===== config.mk =====
export PLATFORM = sky130hd
export DESIGN_NAME = cache_top
export DESIGN_NICKNAME = d
export VERILOG_FILES = /design/src/common/cache_pkg.sv /design/src/cache/line_status.sv /design/src/cache/line_store.sv /design/src/cache/cache_ctrl.sv /design/src/cache_top.sv
export VERILOG_INCLUDE_DIRS = /design/src /design/src/common
export SDC_FILE = /design/constraint.sdc
export NUM_CORES = 1
export LEC_CHECK = 0
export ABC_CLOCK_PERIOD_IN_PS = 3500
export CAP_MARGIN = 20
export CORE_MARGIN = 2
export CORE_UTILIZATION = 55
export DETAILED_ROUTE_END_ITERATION = 16
export DONT_BUFFER_PORTS = 1
export HOLD_SLACK_MARGIN = 0.15
export PLACE_DENSITY = 0.73
export SYNTH_ARGS = -nofsm -noshare
export SYNTH_HDL_FRONTEND = slang
export SYNTH_SLANG_ARGS = --single-unit
export TNS_END_PERCENT = 100

===== constraint.sdc =====
create_clock -name clk -period 3.5 [get_ports clk]
set_input_delay 0.7 -clock clk [delete_from_list [all_inputs] [get_ports clk]]
set_output_delay 0.7 -clock clk [all_outputs]
set_load 0.005 [all_outputs]

===== src/common/cache_defs.svh =====
`ifndef CACHE_DEFS_SVH
`define CACHE_DEFS_SVH

////////////////////////////////////////////////////////////
// cache geometry
////////////////////////////////////////////////////////////

// addresses count words, not bytes
`define CACHE_ADDR_W   16
`define CACHE_DATA_W   32

// one word per line, so index and tag split the whole address
`define CACHE_INDEX_W  4
`define CACHE_TAG_W    (`CACHE_ADDR_W - `CACHE_INDEX_W)

`define CACHE_LINES    (1 << `CACHE_INDEX_W)  // 16 lines

`endif


===== src/common/cache_pkg.sv =====
`default_nettype none

`include "cache_defs.svh"

package cache_pkg;

  typedef logic [`CACHE_DATA_W-1:0]  word_t;
  typedef logic [`CACHE_INDEX_W-1:0] index_t;
  typedef logic [`CACHE_TAG_W-1:0]   tag_t;

  // tag in the upper bits, index in the lower
  typedef struct packed {
    tag_t   tag;
    index_t index;
  } addr_fields_s;

  typedef union packed {
    logic [`CACHE_ADDR_W-1:0] flat;
    addr_fields_s             fields;
  } cache_addr_u;

  typedef struct packed {
    logic        write;  // 1 for write, 0 for read
    cache_addr_u addr;
    word_t       wdata;
  } cpu_req_s;

  // write-back of a dirty victim
  typedef struct packed {
    cache_addr_u addr;
    word_t       data;
  } mem_wr_s;

  typedef enum logic [2:0] {
    IDLE,
    TAG_CHECK,
    WRITE_UPDATE,
    RESPOND,
    EVICT,
    REFILL_REQ,
    REFILL_WAIT,
    REFILL_UPDATE
  } ctrl_state_e;

endpackage

`default_nettype wire


===== src/cache/line_status.sv =====
`timescale 1ns/1ps
`default_nettype none

`include "cache_defs.svh"

module line_status (
  input  logic              clk,
  input  logic              rst_n,
  input  cache_pkg::index_t index,
  input  logic              valid_we,
  input  logic              valid_wd,
  input  logic              dirty_we,
  input  logic              dirty_wd,
  output logic              line_valid,
  output logic              line_dirty
);

  // one bit per line
  logic [`CACHE_LINES-1:0] valid_q;
  logic [`CACHE_LINES-1:0] dirty_q;

  ////////////////////////////////////////////////////////////
  // write port
  ////////////////////////////////////////////////////////////
  always_ff @(posedge clk) begin
    if (!rst_n) begin
      valid_q <= '0;  // all lines invalid
      dirty_q <= '0;
    end else begin
      if (valid_we) begin
        valid_q[index] <= valid_wd;
      end
      if (dirty_we) begin
        dirty_q[index] <= dirty_wd;
      end
    end
  end

  ////////////////////////////////////////////////////////////
  // read port
  ////////////////////////////////////////////////////////////
  assign line_valid = valid_q[index];
  assign line_dirty = dirty_q[index];

endmodule

`default_nettype wire


===== src/cache/line_store.sv =====
`timescale 1ns/1ps
`default_nettype none

`include "cache_defs.svh"

module line_store (
  input  logic              clk,
  input  cache_pkg::index_t index,
  input  logic              store_we,
  input  logic              data_we,
  input  logic              fill_sel,
  input  cache_pkg::tag_t   wr_tag,
  input  cache_pkg::word_t  fill_data,  // refill word from memory
  input  cache_pkg::word_t  wr_data,    // client write word
  output cache_pkg::tag_t   line_tag,
  output cache_pkg::word_t  line_data
);
  import cache_pkg::*;

  tag_t  tag_mem  [0:`CACHE_LINES-1];
  word_t data_mem [0:`CACHE_LINES-1];

  word_t data_wd;
  logic  data_wen;

  ////////////////////////////////////////////////////////////
  // write side
  ////////////////////////////////////////////////////////////
  assign data_wd  = fill_sel ? fill_data : wr_data;
  assign data_wen = store_we || data_we;  // refill or client write

  always_ff @(posedge clk) begin
    if (store_we) begin
      tag_mem[index] <= wr_tag;
    end
    if (data_wen) begin
      data_mem[index] <= data_wd;
    end
  end

  ////////////////////////////////////////////////////////////
  // read side
  ////////////////////////////////////////////////////////////
  // combinational, so the tag check sees the line in the same cycle
  assign line_tag  = tag_mem[index];
  assign line_data = data_mem[index];

endmodule

`default_nettype wire


===== src/cache/cache_ctrl.sv =====
`timescale 1ns/1ps
`default_nettype none

module cache_ctrl (
  input  logic                   clk,
  input  logic                   rst_n,
  // client side
  input  logic                   cpu_req_valid,
  input  cache_pkg::cpu_req_s    cpu_req,
  output logic                   cpu_req_ready,
  output logic                   cpu_resp_valid,
  output cache_pkg::word_t       cpu_resp_data,
  input  logic                   cpu_resp_ready,
  // memory side
  output logic                   mem_rd_req_valid,
  output cache_pkg::cache_addr_u mem_rd_addr,
  input  logic                   mem_rd_req_ready,
  input  logic                   mem_rd_resp_valid,
  output logic                   mem_rd_resp_ready,
  output logic                   mem_wr_valid,
  output cache_pkg::mem_wr_s     mem_wr,
  input  logic                   mem_wr_ready,
  // valid and dirty bits
  input  logic                   line_valid,
  input  logic                   line_dirty,
  output cache_pkg::index_t      index,
  output logic                   valid_we,
  output logic                   valid_wd,
  output logic                   dirty_we,
  output logic                   dirty_wd,
  // tag and data arrays
  input  cache_pkg::tag_t        line_tag,
  input  cache_pkg::word_t       line_data,
  output logic                   store_we,
  output logic                   data_we,
  output logic                   fill_sel,
  output cache_pkg::word_t       wr_data
);
  import cache_pkg::*;

  ctrl_state_e state_q;
  ctrl_state_e state_d;
  cpu_req_s    req_q;    // request held until its response
  logic        tag_hit;

  ////////////////////////////////////////////////////////////
  // state and request registers
  ////////////////////////////////////////////////////////////
  always_ff @(posedge clk) begin
    if (!rst_n) begin
      state_q <= IDLE;
    end else begin
      state_q <= state_d;
    end
  end

  always_ff @(posedge clk) begin
    if (cpu_req_valid && cpu_req_ready) begin
      req_q <= cpu_req;
    end
  end

  assign index   = req_q.addr.fields.index;  // arrays always look at the held request
  assign tag_hit = line_valid && (line_tag == req_q.addr.fields.tag);

  ////////////////////////////////////////////////////////////
  // next state
  ////////////////////////////////////////////////////////////
  always_comb begin
    state_d = state_q;
    case (state_q)
      IDLE: begin
        if (cpu_req_valid) state_d = TAG_CHECK;
      end
      TAG_CHECK: begin
        if (tag_hit) begin
          state_d = req_q.write ? WRITE_UPDATE : RESPOND;
        end else if (line_valid && line_dirty) begin
          state_d = EVICT;  // victim goes out first
        end else begin
          state_d = REFILL_REQ;
        end
      end
      WRITE_UPDATE: state_d = RESPOND;
      RESPOND: begin
        if (cpu_resp_ready) state_d = IDLE;
      end
      EVICT: begin
        if (mem_wr_ready) state_d = REFILL_REQ;
      end
      REFILL_REQ: begin
        if (mem_rd_req_ready) state_d = REFILL_WAIT;
      end
      REFILL_WAIT: begin
        if (mem_rd_resp_valid) state_d = REFILL_UPDATE;
      end
      REFILL_UPDATE: state_d = req_q.write ? WRITE_UPDATE : RESPOND;
      default: state_d = IDLE;
    endcase
  end

  ////////////////////////////////////////////////////////////
  // control outputs
  ////////////////////////////////////////////////////////////
  always_comb begin
    cpu_req_ready     = 1'b0;
    cpu_resp_valid    = 1'b0;
    mem_rd_req_valid  = 1'b0;
    mem_rd_resp_ready = 1'b0;
    mem_wr_valid      = 1'b0;
    valid_we          = 1'b0;
    valid_wd          = 1'b0;
    dirty_we          = 1'b0;
    dirty_wd          = 1'b0;
    store_we          = 1'b0;
    data_we           = 1'b0;
    fill_sel          = 1'b0;
    case (state_q)
      IDLE:         cpu_req_ready = 1'b1;
      WRITE_UPDATE: begin
        data_we  = 1'b1;  // client word into data array
        dirty_we = 1'b1;
        dirty_wd = 1'b1;
      end
      RESPOND:      cpu_resp_valid = 1'b1;
      EVICT:        mem_wr_valid = 1'b1;
      REFILL_REQ: begin
        mem_rd_req_valid = 1'b1;
        valid_we         = 1'b1;  // line invalid while it is refilled
      end
      REFILL_WAIT: begin
        mem_rd_resp_ready = 1'b1;
        fill_sel          = 1'b1;
        store_we          = mem_rd_resp_valid;  // capture on the handshake
      end
      REFILL_UPDATE: begin
        valid_we = 1'b1;
        valid_wd = 1'b1;
        dirty_we = 1'b1;  // fresh line is clean
      end
      default: ;
    endcase
  end

  ////////////////////////////////////////////////////////////
  // payloads
  ////////////////////////////////////////////////////////////
  always_comb begin
    mem_wr.addr.fields.tag   = line_tag;  // victim address from stored tag
    mem_wr.addr.fields.index = req_q.addr.fields.index;
    mem_wr.data              = line_data;
  end

  assign mem_rd_addr   = req_q.addr;
  assign cpu_resp_data = line_data;
  assign wr_data       = req_q.wdata;

endmodule

`default_nettype wire


===== src/cache_top.sv =====
`timescale 1ns/1ps
`default_nettype none

module cache_top (
  input  logic                   clk,
  input  logic                   rst_n,
  // client
  input  logic                   cpu_req_valid,
  input  cache_pkg::cpu_req_s    cpu_req,
  output logic                   cpu_req_ready,
  output logic                   cpu_resp_valid,
  output cache_pkg::word_t       cpu_resp_data,
  input  logic                   cpu_resp_ready,
  // memory
  output logic                   mem_rd_req_valid,
  output cache_pkg::cache_addr_u mem_rd_addr,
  input  logic                   mem_rd_req_ready,
  input  logic                   mem_rd_resp_valid,
  input  cache_pkg::word_t       mem_rd_data,
  output logic                   mem_rd_resp_ready,
  output logic                   mem_wr_valid,
  output cache_pkg::mem_wr_s     mem_wr,
  input  logic                   mem_wr_ready
);
  import cache_pkg::*;

  index_t index;
  logic   line_valid;
  logic   line_dirty;
  logic   valid_we;
  logic   valid_wd;
  logic   dirty_we;
  logic   dirty_wd;
  tag_t   line_tag;
  word_t  line_data;
  logic   store_we;
  logic   data_we;
  logic   fill_sel;
  word_t  wr_data;

  cache_ctrl u_ctrl (
    .clk              (clk),
    .rst_n            (rst_n),
    .cpu_req_valid    (cpu_req_valid),
    .cpu_req          (cpu_req),
    .cpu_req_ready    (cpu_req_ready),
    .cpu_resp_valid   (cpu_resp_valid),
    .cpu_resp_data    (cpu_resp_data),
    .cpu_resp_ready   (cpu_resp_ready),
    .mem_rd_req_valid (mem_rd_req_valid),
    .mem_rd_addr      (mem_rd_addr),
    .mem_rd_req_ready (mem_rd_req_ready),
    .mem_rd_resp_valid(mem_rd_resp_valid),
    .mem_rd_resp_ready(mem_rd_resp_ready),
    .mem_wr_valid     (mem_wr_valid),
    .mem_wr           (mem_wr),
    .mem_wr_ready     (mem_wr_ready),
    .line_valid       (line_valid),
    .line_dirty       (line_dirty),
    .index            (index),
    .valid_we         (valid_we),
    .valid_wd         (valid_wd),
    .dirty_we         (dirty_we),
    .dirty_wd         (dirty_wd),
    .line_tag         (line_tag),
    .line_data        (line_data),
    .store_we         (store_we),
    .data_we          (data_we),
    .fill_sel         (fill_sel),
    .wr_data          (wr_data)
  );

  line_status u_status (
    .clk       (clk),
    .rst_n     (rst_n),
    .index     (index),
    .valid_we  (valid_we),
    .valid_wd  (valid_wd),
    .dirty_we  (dirty_we),
    .dirty_wd  (dirty_wd),
    .line_valid(line_valid),
    .line_dirty(line_dirty)
  );

  // refill tag is the tag of the address being fetched
  line_store u_store (
    .clk      (clk),
    .index    (index),
    .store_we (store_we),
    .data_we  (data_we),
    .fill_sel (fill_sel),
    .wr_tag   (mem_rd_addr.fields.tag),
    .fill_data(mem_rd_data),
    .wr_data  (wr_data),
    .line_tag (line_tag),
    .line_data(line_data)
  );

endmodule

`default_nettype wire


==> impl_results.md, run 1 <==
- Status: finished clean
- CP Buf/Inv Count: 1
- Most used cell, CP: mux4_2
- Minimum clock period: 3.428 ns
- Reg2Reg Setup Slack: 0.39 ns
- Die width: about 240 um
- Root buffer cell: clkbuf_16
- Reg clk slew, reported paths: 0.06 ns
- Maximum number of pins on one net before global-route repair: 56
- TNS Setup: 0 ns
- Total track usage: approximately 24%
- DR pass1 iterations: 7
- Max Clk Rate: around 290 MHz
- Worst-margin pin slew: 1.008 ns
- Seq cells post-synth: between 700 and 800
- Leakage dissipation: 11.37 nW
- Setup violators final: 0
- NumNets Final: 1,723
- Sequential share of the synthesized area: 74.20%
- CP max FO: 30
- First-pass GRT wire length: 103,700 um
- Setup crit end: mem_wr[28]
- Main synth FF type: edfxtp_1
- DP HPWL: 37,500 um
- Final ANT Viol Nets: 0
- Die Y-Extent: about 240 um
- Synth Cell Area: roughly 32,000 um2
- Worst setup SP type: flop
- Yosys warns: 0
- Crit path depth: 3
- Power per standard cell area: roughly 720 nW/um2
- Syn_nets: approximately 1,600
- CP Cell Sequence: clkbuf_8 -> mux4_2 -> mux4_2
- Full die area: 59,250 um2
- Max Slew Vio Count: 0
- Async set-reset flop share out of synthesis: 0%
- CP max stage delay: 0.57 ns
- Final hold viol count: 0
- Unrepaired setup endpoints after global routing: yes
- Family with the most delay on the worst path: multiplexers
- CTS tree: done
- CP arrival: 2.73 ns
- Syn-to-layout area delta: 13.47%
- Finished Cell Area: 35,770 um2
- Final worst slack: 0.07155 ns
- Syn Inst Count: around 1,500
- Layout cell share with drive strength beyond 1: 28.29%
- Crit path capture type: output port
- Clock skew: 0.01666 ns
- Critical path type: flop to output port
- Synth area leader: edfxtp_1
- TritonCTS Buffers: 81
- Vias after detailed routing: between 15,000 and 20,000
- Clk_lat worst skew: roughly 0.62 ns
- Most common library cells after synthesis: edfxtp_1 (753), mux4_2 (185), nor2_1 (63)
- Vias in the first global route: 15,980
- Initial Utilization: 55.80%
- CTS HTree Levels: 3
- Antenna Cells: 0
- Slew margin rel.: around 33%
- Reg2reg end: u_ctrl.state_q[0]
- Remaining DRCs: 0
- Core Util, Final: 63.32%
- R2R cell count: 9
- Area share of the largest cell type after synthesis: a little under three quarters
- Most frequent cell after synthesis: edfxtp_1
- IO Count: approximately 190
- Final period util: 97.96%
- Slowest-stage cell, CP: mux4_2
- FP Rows: 87
- CTS sink cnt: 792
- HP Class: input pin to flop
- Clock tree buffer depth: 3
- Total grt overflow: 0
- Port bufs: 0
- Number of max-cap violations: 0
- Required @ worst endpoint: 2.80 ns
- Max rail drop VDD: 0.7132 mV
- CORE AREA: ~56,000 um2
- Post-Place Cell Area: 32,500 um2
- Initial antenna violation count: 0
- Avg Inst Size Synth: 20.39 um2
- Top cells by area, synth: edfxtp_1 (72%), mux4_2 (13%), dfxtp_1 (2.5%), mux2_2 (2.1%), mux2i_1 (1.4%)
- Hold Crit Depth: 0
- WL/cell: 28.71 um
- Synth cell types: 63
- Drt via density: 6.327
- RePlAce Congestion: 0.8319
- Pre-CTS setup slack: 0.2947 ns
- Total wire length after detailed routing: 70,510 um
- EDFF count, synth: ~750
- Initial DRC Count: around 1,700
-- routing by layer --
layer	GRT usage, %	wire length (um)
met4	6.983	1682
met1	34.41	28450
met5	0	0
met2	38.47	34300
met3	4.351	6076
-- area by class of cell --
cell class              count  area (um2)
flip-flops and latches    792       23400
fillers                  3667       20720
multi-input cells         614        7446
clock buffers              94        2118
repair buffers            136        1259
well taps                 756       945.9
clock inverters            54       561.8
inverters                  10       38.79
-- worst min path at each step --
stage | from | endpoint
2_1_floorplan | u_status.valid_q[2] | u_status.valid_q[2]
3_3_place_gp | u_status.valid_q[11] | u_status.valid_q[11]
3_5_place_dp | u_status.valid_q[11] | u_status.valid_q[11]
4_1_cts | cpu_req[19] | u_ctrl.wr_data[19]
5_1_grt | cpu_req[19] | u_ctrl.wr_data[19]
6_report | cpu_req[19] | u_ctrl.wr_data[19]
-- power by group --
part	internal, mW	switching [mW]	total, mW
logic	2.47	3.23	5.69
registers	11.2	0.335	11.6
clock network	5.10	3.54	8.64
total	18.8	7.11	25.9
-- cells in the final DEF, fill, tap and decap left out, drive strengths merged, types with 6 or more instances in the layout --
cell type and count:
inv 13, a221oi 7, dlygate4sd3 47, nor2 63, a21boi 16, o22ai 8
o21ai 23, mux2 58, clkinv 38, clkbuf 95, nand2 50, dfxtp 39
nand2b 6, a21oi 10, nor3 13, buf 87, bufinv 10, a22oi 20
edfxtp 753, mux2i 45, nor2b 23, xnor2 9, mux4 192, nand3 12
-- cells by family (layout without fill, tap and decap cells) --
group                  count (synthesis)  after routing  share of synthesized area [%]
flip-flops                           792            792                          74.20
AO/OA/AOI/OAI                        111            111                          2.552
buffers and inverters                140            294                          2.647
XOR/XNOR                              13             13                         0.3612
AND/OR/NAND/NOR                      195            195                          2.941
multiplexers                         295            295                          17.30
-- stage by stage --
stage	power [mW]	std cells	hold slack, ns
6_report	25.89	2456	0.1848
3_3_place_gp	17.16	2253	0.4691
2_1_floorplan	15.99	1546	0.4539
3_5_place_dp	17.28	2253	0.4773
5_1_grt	26.79	2456	0.1624
4_1_cts	26.03	2456	0.1540
-- timing repair --
action                     in CTS  in global routing
setup endpoints to repair      61                 45
setup buffers                   8                  0
gates cloned                    1                  0
gates resized for setup         3                  2
hold buffers                   47                  0
hold endpoints to repair       47                  0
-- flip-flops by register name, indices dropped and copies added (netlist names), named ones only --
register / cells
u_store.data_mem: 512
u_store.tag_mem: 192
u_ctrl.wr_data: 32
u_ctrl.mem_rd_addr: 16
u_status.dirty_q: 16
u_status.valid_q: 16
u_ctrl.state_q: 3
u_ctrl.req_q: 1
No activity file was read; power rests on OpenSTA's default activity.
==> inputs of run 2 (changes only) <==
Settings changed: ABC_CLOCK_PERIOD_IN_PS 3500 to 4350, BUFFER_PORTS_ARGS set to -buffer_cell sky130_fd_sc_hd__buf_2, DONT_BUFFER_PORTS 1 to unset.
Clock period 3.5 ns to 4.35 ns, I/O delays scaled along.
==> run 2 against run 1 <==
Against the previous run: largest power group unchanged; largest cell class unchanged; clock-buffer cell count up 2; critical path type unchanged; routed wire length down 1.9%; via count up 2.0%; clock power down 25%; final area down 0.30%; register-to-register slack better by 0.70 ns; sequential cell count unchanged; cell count up 3.9%.
==> impl_results.md, run 2 (synthesis results as in run 1) <==
- Worst setup SP type: flop
- Most frequent cells in the layout: edfxtp_1 (753), buf_2 (188), mux4_2 (185)
- Antenna Cells: 0
- CTS tree: done
- Final ANT Viol Nets: 0
- CP max FO: 51
- NumNets Final: 1,824
- Unrepaired setup endpoints after global routing: no
- Final period util: 88.15%
- Biggest register: u_store.data_mem
- Remaining DRCs: 0
- TNS Setup: 0 ns
- Power per standard cell area: between 500 and 600 nW/um2
- Max rail drop VDD: 0.4800 mV
- CTS sink cnt: 792
- Clock skew: 0.01918 ns
- Minimum clock period: 3.834 ns
- FP Rows: 87
- Max Clk Rate: roughly 260 MHz
- Setup violators final: 0
- Total wire length after detailed routing: 69,150 um
- HP Class: input pin to flop
- Initial Utilization: 55.80%
- WL/cell: 27.09 um
- Placed Instances: 2,410
- DP HPWL: about 37,000 um
- CORE AREA: 56,500 um2
- Sequential share of power: 45.8%
- Vias in the first global route: 16,100
- Number of max-cap violations: 0
- Multi-input gate area in the final layout: around 7400 um2
- Internal: around 15 mW
- Sw Ratio: between 20 and 30%
- Commonest non-fill, non-tap cell in the layout: edfxtp_1
- Drt via density: roughly 6.2
- Post-CTS sizing: 0
- Clk_lat worst skew: 0.63 ns
- Critical path type: flop to output port
- Port bufs: 188
- Initial DRC Count: 1,845
- CTS HTree Levels: 3
- Hold Crit Start: cpu_req[21]
- NetSw: around 5.7 mW
- RePlAce Congestion: 0.8397
- Max Slew Vio Count: 0
- Die width: about 240 um
- TritonCTS Buffers: 80
- Total grt overflow: 0
- Die Y-Extent: between 200 and 250 um
- Reg clk slew, reported paths: 0.06 ns
- Total track usage: 23.59%
- Clock tree buffer depth: 3
- DR pass1 iterations: 6
- First-pass GRT wire length: 102,500 um
- Reg area: 23,400 um2
- IO Count: 189
- Max reg flops: around 500
- Hold buffer count at CTS: 0
- Syn-to-layout area delta: 13.13%
- Required @ worst endpoint: 3.48 ns
- Initial antenna violation count: 0
- Reg2Reg Setup Slack: 1.09 ns
- Worst-margin pin slew: 1.083 ns
- Root buffer cell: clkbuf_16
- Full die area: 59,250 um2
- Leakage dissipation: 11.59 nW
- Vias after detailed routing: 15,850
- Slew margin rel.: 27.56%
- Final hold viol count: 0
- Fin cells: 2,553
- Fillers: 3,728
- Layout cell share with drive strength beyond 1: 34.50%
- CP arrival: 2.96 ns
- Status: finished clean
- Power share of the combinational group: 22.8%
- Crit path capture type: output port
- Maximum number of pins on one net before global-route repair: 74
- # Post-CTS Setup Buffers: 0
- Clock power frac: 31.4%
-- run 2: area by class of cell --
| class | instances | area share, % |
|---|---|---|
| clock buffer | 96 | 5.781 |
| clock inverter | 47 | 1.042 |
| inverter | 10 | 0.1088 |
| multi-input combinational | 614 | 20.86 |
| sequential | 792 | 65.62 |
| tap | 756 | 2.652 |
| timing repair buffer | 238 | 3.936 |
-- run 2: final timing paths --
kind | to | depth (start not counted)
setup / recovery | mem_wr[37] | 5
hold / removal | u_ctrl.wr_data[21] | 1
setup reg to reg | u_ctrl.state_q[2] | 9
hold reg to reg | u_status.valid_q[14] | 2
-- run 2: per-layer routing --
metal | global-route usage, % | vias up | part of all wire [%]
li1 | - | 6698 | -
met1 | 33.12 | 8281 | 40
met2 | 37.88 | 747 | 49
met3 | 4.362 | 124 | 8.2
met4 | 7.849 | 0 | 2.6
met5 | 0 | - | 0
-- run 2: metrics by stage --
step	setup slack, ns	utilization [%]	instance area [um2]	total power [mW]	hold WS [ns]
floorplan	0.8341	-	31530	12.86	0.4539
global placement	1.149	58.82	33230	14.15	0.4717
detailed placement	1.112	58.82	33230	14.27	0.4734
CTS	0.4520	63.13	35670	20.68	0.3845
global route	0.3880	63.13	35670	21.29	0.4016
finish	0.5157	63.13	35670	20.53	0.4207
-- run 2: power groups by stage --
| stage | Clock (mW) | Sequential [mW] | Combinational [mW] |
|---|---|---|---|
| floorplan | 0 | 9.30 | 3.56 |
| global placement | 0 | 9.53 | 4.62 |
| detailed placement | 0 | 9.55 | 4.72 |
| CTS | 6.54 | 9.40 | 4.74 |
| global route | 6.82 | 9.44 | 5.03 |
| finish | 6.45 | 9.39 | 4.69 |
-- run 2: critical path: stages (launching register included) --
cell and delay [ns]:
dfxtp_4 0.87, nor2b_1 0.23, a221o_1 0.41, and2_2 0.20, o21ai_0 0.41, buf_2 0.21
==> inputs of run 3 (changes only) <==
Settings changed: SYNTH_HIERARCHICAL set to 1.
==> run 3 against run 2 <==
Against the previous run: final area shrank 1.3%; clock-buffer cell count grew 2; first-iteration DRC count shrank 27%; sequential power shrank 7.8%; critical endpoint is now cpu_resp_data[0].
==> impl_results.md, run 3 <==
- NumNets Final: 1,792
- Drt via density: 6.161
- CTS tree: done
- TritonCTS Buffers: 79
- Clock skew: 0.02199 ns
- Final worst slack: between 0.4 and 0.5 ns
- CORE AREA: 56,500 um2
- Power share of the combinational group: under 10%
- Met2 global-route usage: 35.57%
- Pre-CTS setup slack: 0.9767 ns
- Biggest register: u_store/data_mem
- Clk_lat worst skew: 0.62 ns
- Hold Crit Start: cpu_req[6]
- Synth Area in XOR/XNOR: 0.3333%
- Post-CTS sizing: 0
- Sequential share of power: 52.2%
- Commonest non-fill, non-tap cell in the layout: edfxtp_1
- Vias after detailed routing: around 16,000
- Max Clk Rate: 254.0 MHz
- Antenna Cells: 0
- Sw Ratio: 22.52%
- Async set-reset flop share out of synthesis: 0%
- Crit path capture type: output port
- # Post-CTS Setup Buffers: 0
- Hold Crit Depth: 1
- CTS sink cnt: 788
- CP max stage delay: 0.87 ns
- R2R cell count: 9
- GR peak layer: met2
- IO Count: 189
- First-pass GRT wire length: ~100,000 um
- Multi-input gate area in the final layout: 6894 um2
- Avg Inst Size Synth: 19.88 um2
- Maximum number of pins on one net before global-route repair: 85
- Worst-margin pin slew: 1.070 ns
- CP max FO: 25
- Reg clk slew, reported paths: 0.06 ns
- Leakage dissipation: 11.49 nW
- Initial antenna violation count: 0
- Number of max-cap violations: 0
- DP HPWL: approximately 37,000 um
- Main synth FF type: edfxtp_1
- NetSw: 3.735 mW
- Critical path type: flop to output port
- CTS HTree Levels: 3
- Required @ worst endpoint: 3.48 ns
- Most common library cells after synthesis: edfxtp_1 (753), mux4_2 (179), buf_4 (135)
- Reg2reg end: u_ctrl/state_q[0]
- Power per standard cell area: 471.4 nW/um2
- Total wire length after detailed routing: 66,150 um
- Internal: 12.85 mW
- Vias in the first global route: about 16,000
- Total track usage: a little under a quarter
- Final ANT Viol Nets: 0
- CP Cell Sequence: nor2b_4 -> buf_12 -> a22oi_1 -> nand2_1 -> buf_2
- Hold buffer count at CTS: 0
- Mux share of post-synthesis cell area: 14.44%
- HP Class: input pin to flop
- Sequential share of the synthesized area: 73.94%
- Clock tree buffer depth: 3
- TNS Setup: 0 ns
- Minimum clock period: 3.937 ns
- Max reg flops: 512
- Synth Cell Area: between 30,000 and 40,000 um2
- Met1 Resource Use GR: 31.72%
- Initial Utilization: a little under three fifths
- Port bufs: 188
- Reg2Reg Setup Slack: 0.93 ns
- Fillers: ~3,800
- EDFF count, synth: 753
- Synth area leader: edfxtp_1
- Min-Delay Endpoint: u_ctrl/wr_data[6]
- Seq cells post-synth: between 700 and 800
- Top cells by area, synth: edfxtp_1 (72%), mux4_2 (13%), buf_4 (3.2%), dfxtp_1 (2.2%), a22oi_1 (2.1%)
- Syn_nets: around 1,700
- Status: finished clean
- Setup violators final: 0
- Adder-cell area share of the yosys netlist: 0%
- Slowest-stage cell, CP: edfxtp_1
- Final period util: 90.51%
- Reg-to-reg startpoint: u_ctrl/mem_rd_addr[1]
- Compound-Gate Fraction of Synth Area: between 3 and 4%
- Remaining DRCs: 0
- Full die area: 59,260 um2
- Yosys warns: 6
- Max rail drop VDD: 0.3007 mV
- Die width: 243.4 um
- Syn-to-layout area delta: 11.60%
- Most frequent cell after synthesis: edfxtp_1
- Unrepaired setup endpoints after global routing: no
- Max Slew Vio Count: 0
- Reg area: 23,310 um2
- DR pass1 iterations: 8
- Root buffer cell: clkbuf_16
- RePlAce Congestion: 0.7820
- Worst setup SP type: flop
- Area share of the largest cell type after synthesis: a little under three quarters
- Most frequent cells in the layout: edfxtp_1 (753), buf_2 (189), mux4_2 (179)
- Final hold viol count: 0
- Layout cell share with drive strength beyond 1: 32.95%
- Met3 Use GR: 4.164%
- Total grt overflow: 0
- Simple-gate share of the synthesized area: under 10%
- Die Y-Extent: 243.4 um
- Slew margin rel.: roughly 29%
- Largest family of logic cells by synthesized area: multiplexers
- Synth cell types: 46
- CP arrival: 3.07 ns
- Clock power frac: between 30% and 40%
- FP Rows: 87
- Syn Inst Count: between 1,500 and 2,000
- WL/cell: 26.29 um
- Initial DRC Count: roughly 1,300
## run 3: cell count changes in the layout (fill, tap and decap cells not counted), sizes merged, moves of 19 or more
cell   previous run  this run
nor2             63        39
nand3            12        36
mux2             58        32
buf             238       257
a22oi            20        92
mux2i            45         3
## run 3: logic make-up after synthesis
kind of cell / count (synthesis)
simple gates: 178
mux: 219
compound gates: 168
xor+xnor: 12
flops: 788
buf+inv: 221
## run 3: power groups by stage
stage          Sequential [mW]  Clock, mW  Combinational, mW
2_1_floorplan             8.72          0               1.31
3_3_place_gp              8.81          0               1.54
3_5_place_dp              8.82          0               1.56
4_1_cts                   8.66       6.52               1.57
5_1_grt                   8.67       6.80               1.67
6_report                  8.66       6.38               1.55
## run 3: worst max path at each step
stage | from | end | slack (ns)
after floorplan | u_ctrl/mem_rd_addr[1] | u_store/data_mem[10][0] | 1.20
after global placement | u_ctrl/mem_rd_addr[0] | u_ctrl/state_q[0] | 0.99
after detailed placement | u_ctrl/mem_rd_addr[0] | u_ctrl/state_q[0] | 0.98
after CTS | u_ctrl/mem_rd_addr[0] | cpu_resp_data[7] | 0.35
after global routing | u_ctrl/mem_rd_addr[0] | mem_wr[7] | 0.26
final | u_ctrl/mem_rd_addr[2] | cpu_resp_data[0] | 0.41
## run 3: per-layer routing
metal,part of all wire (%),up-vias
met1,41,8121
met5,0,-
met4,3.0,0
met2,48,714
li1,-,6547
met3,8.0,119
## run 3: worst max-delay path, delay by kind of cell, from the launching register on
family          cells  cell delay [ns]
compound gates      1             0.10
buf+inv             2             0.47
flops               1             0.87
simple gates        2             1.02
## run 3: per-stage QoR
| step | std cells | power [mW] | cell area, um2 | utilization [%] | hold WS, ns |
|---|---|---|---|---|---|
| after floorplan | 1586 | 10.02 | 31530 | - | 0.4520 |
| after global placement | 2378 | 10.35 | 32770 | 58.00 | 0.4603 |
| after detailed placement | 2378 | 10.38 | 32770 | 58.00 | 0.4706 |
| after CTS | 2515 | 16.75 | 35180 | 62.27 | 0.3831 |
| after global routing | 2516 | 17.14 | 35190 | 62.28 | 0.4027 |
| final | 2516 | 16.59 | 35190 | 62.28 | 0.4243 |
## run 3: area by class of cell
type	instances	share of cell area, %
Multi-Input combinational cell	577	19.59
Clock buffer	98	5.942
Clock inverter	39	0.9068
Tap cell	756	2.688
Sequential cell	788	66.26
Inverter	1	0.01067
Timing Repair Buffer	257	4.602
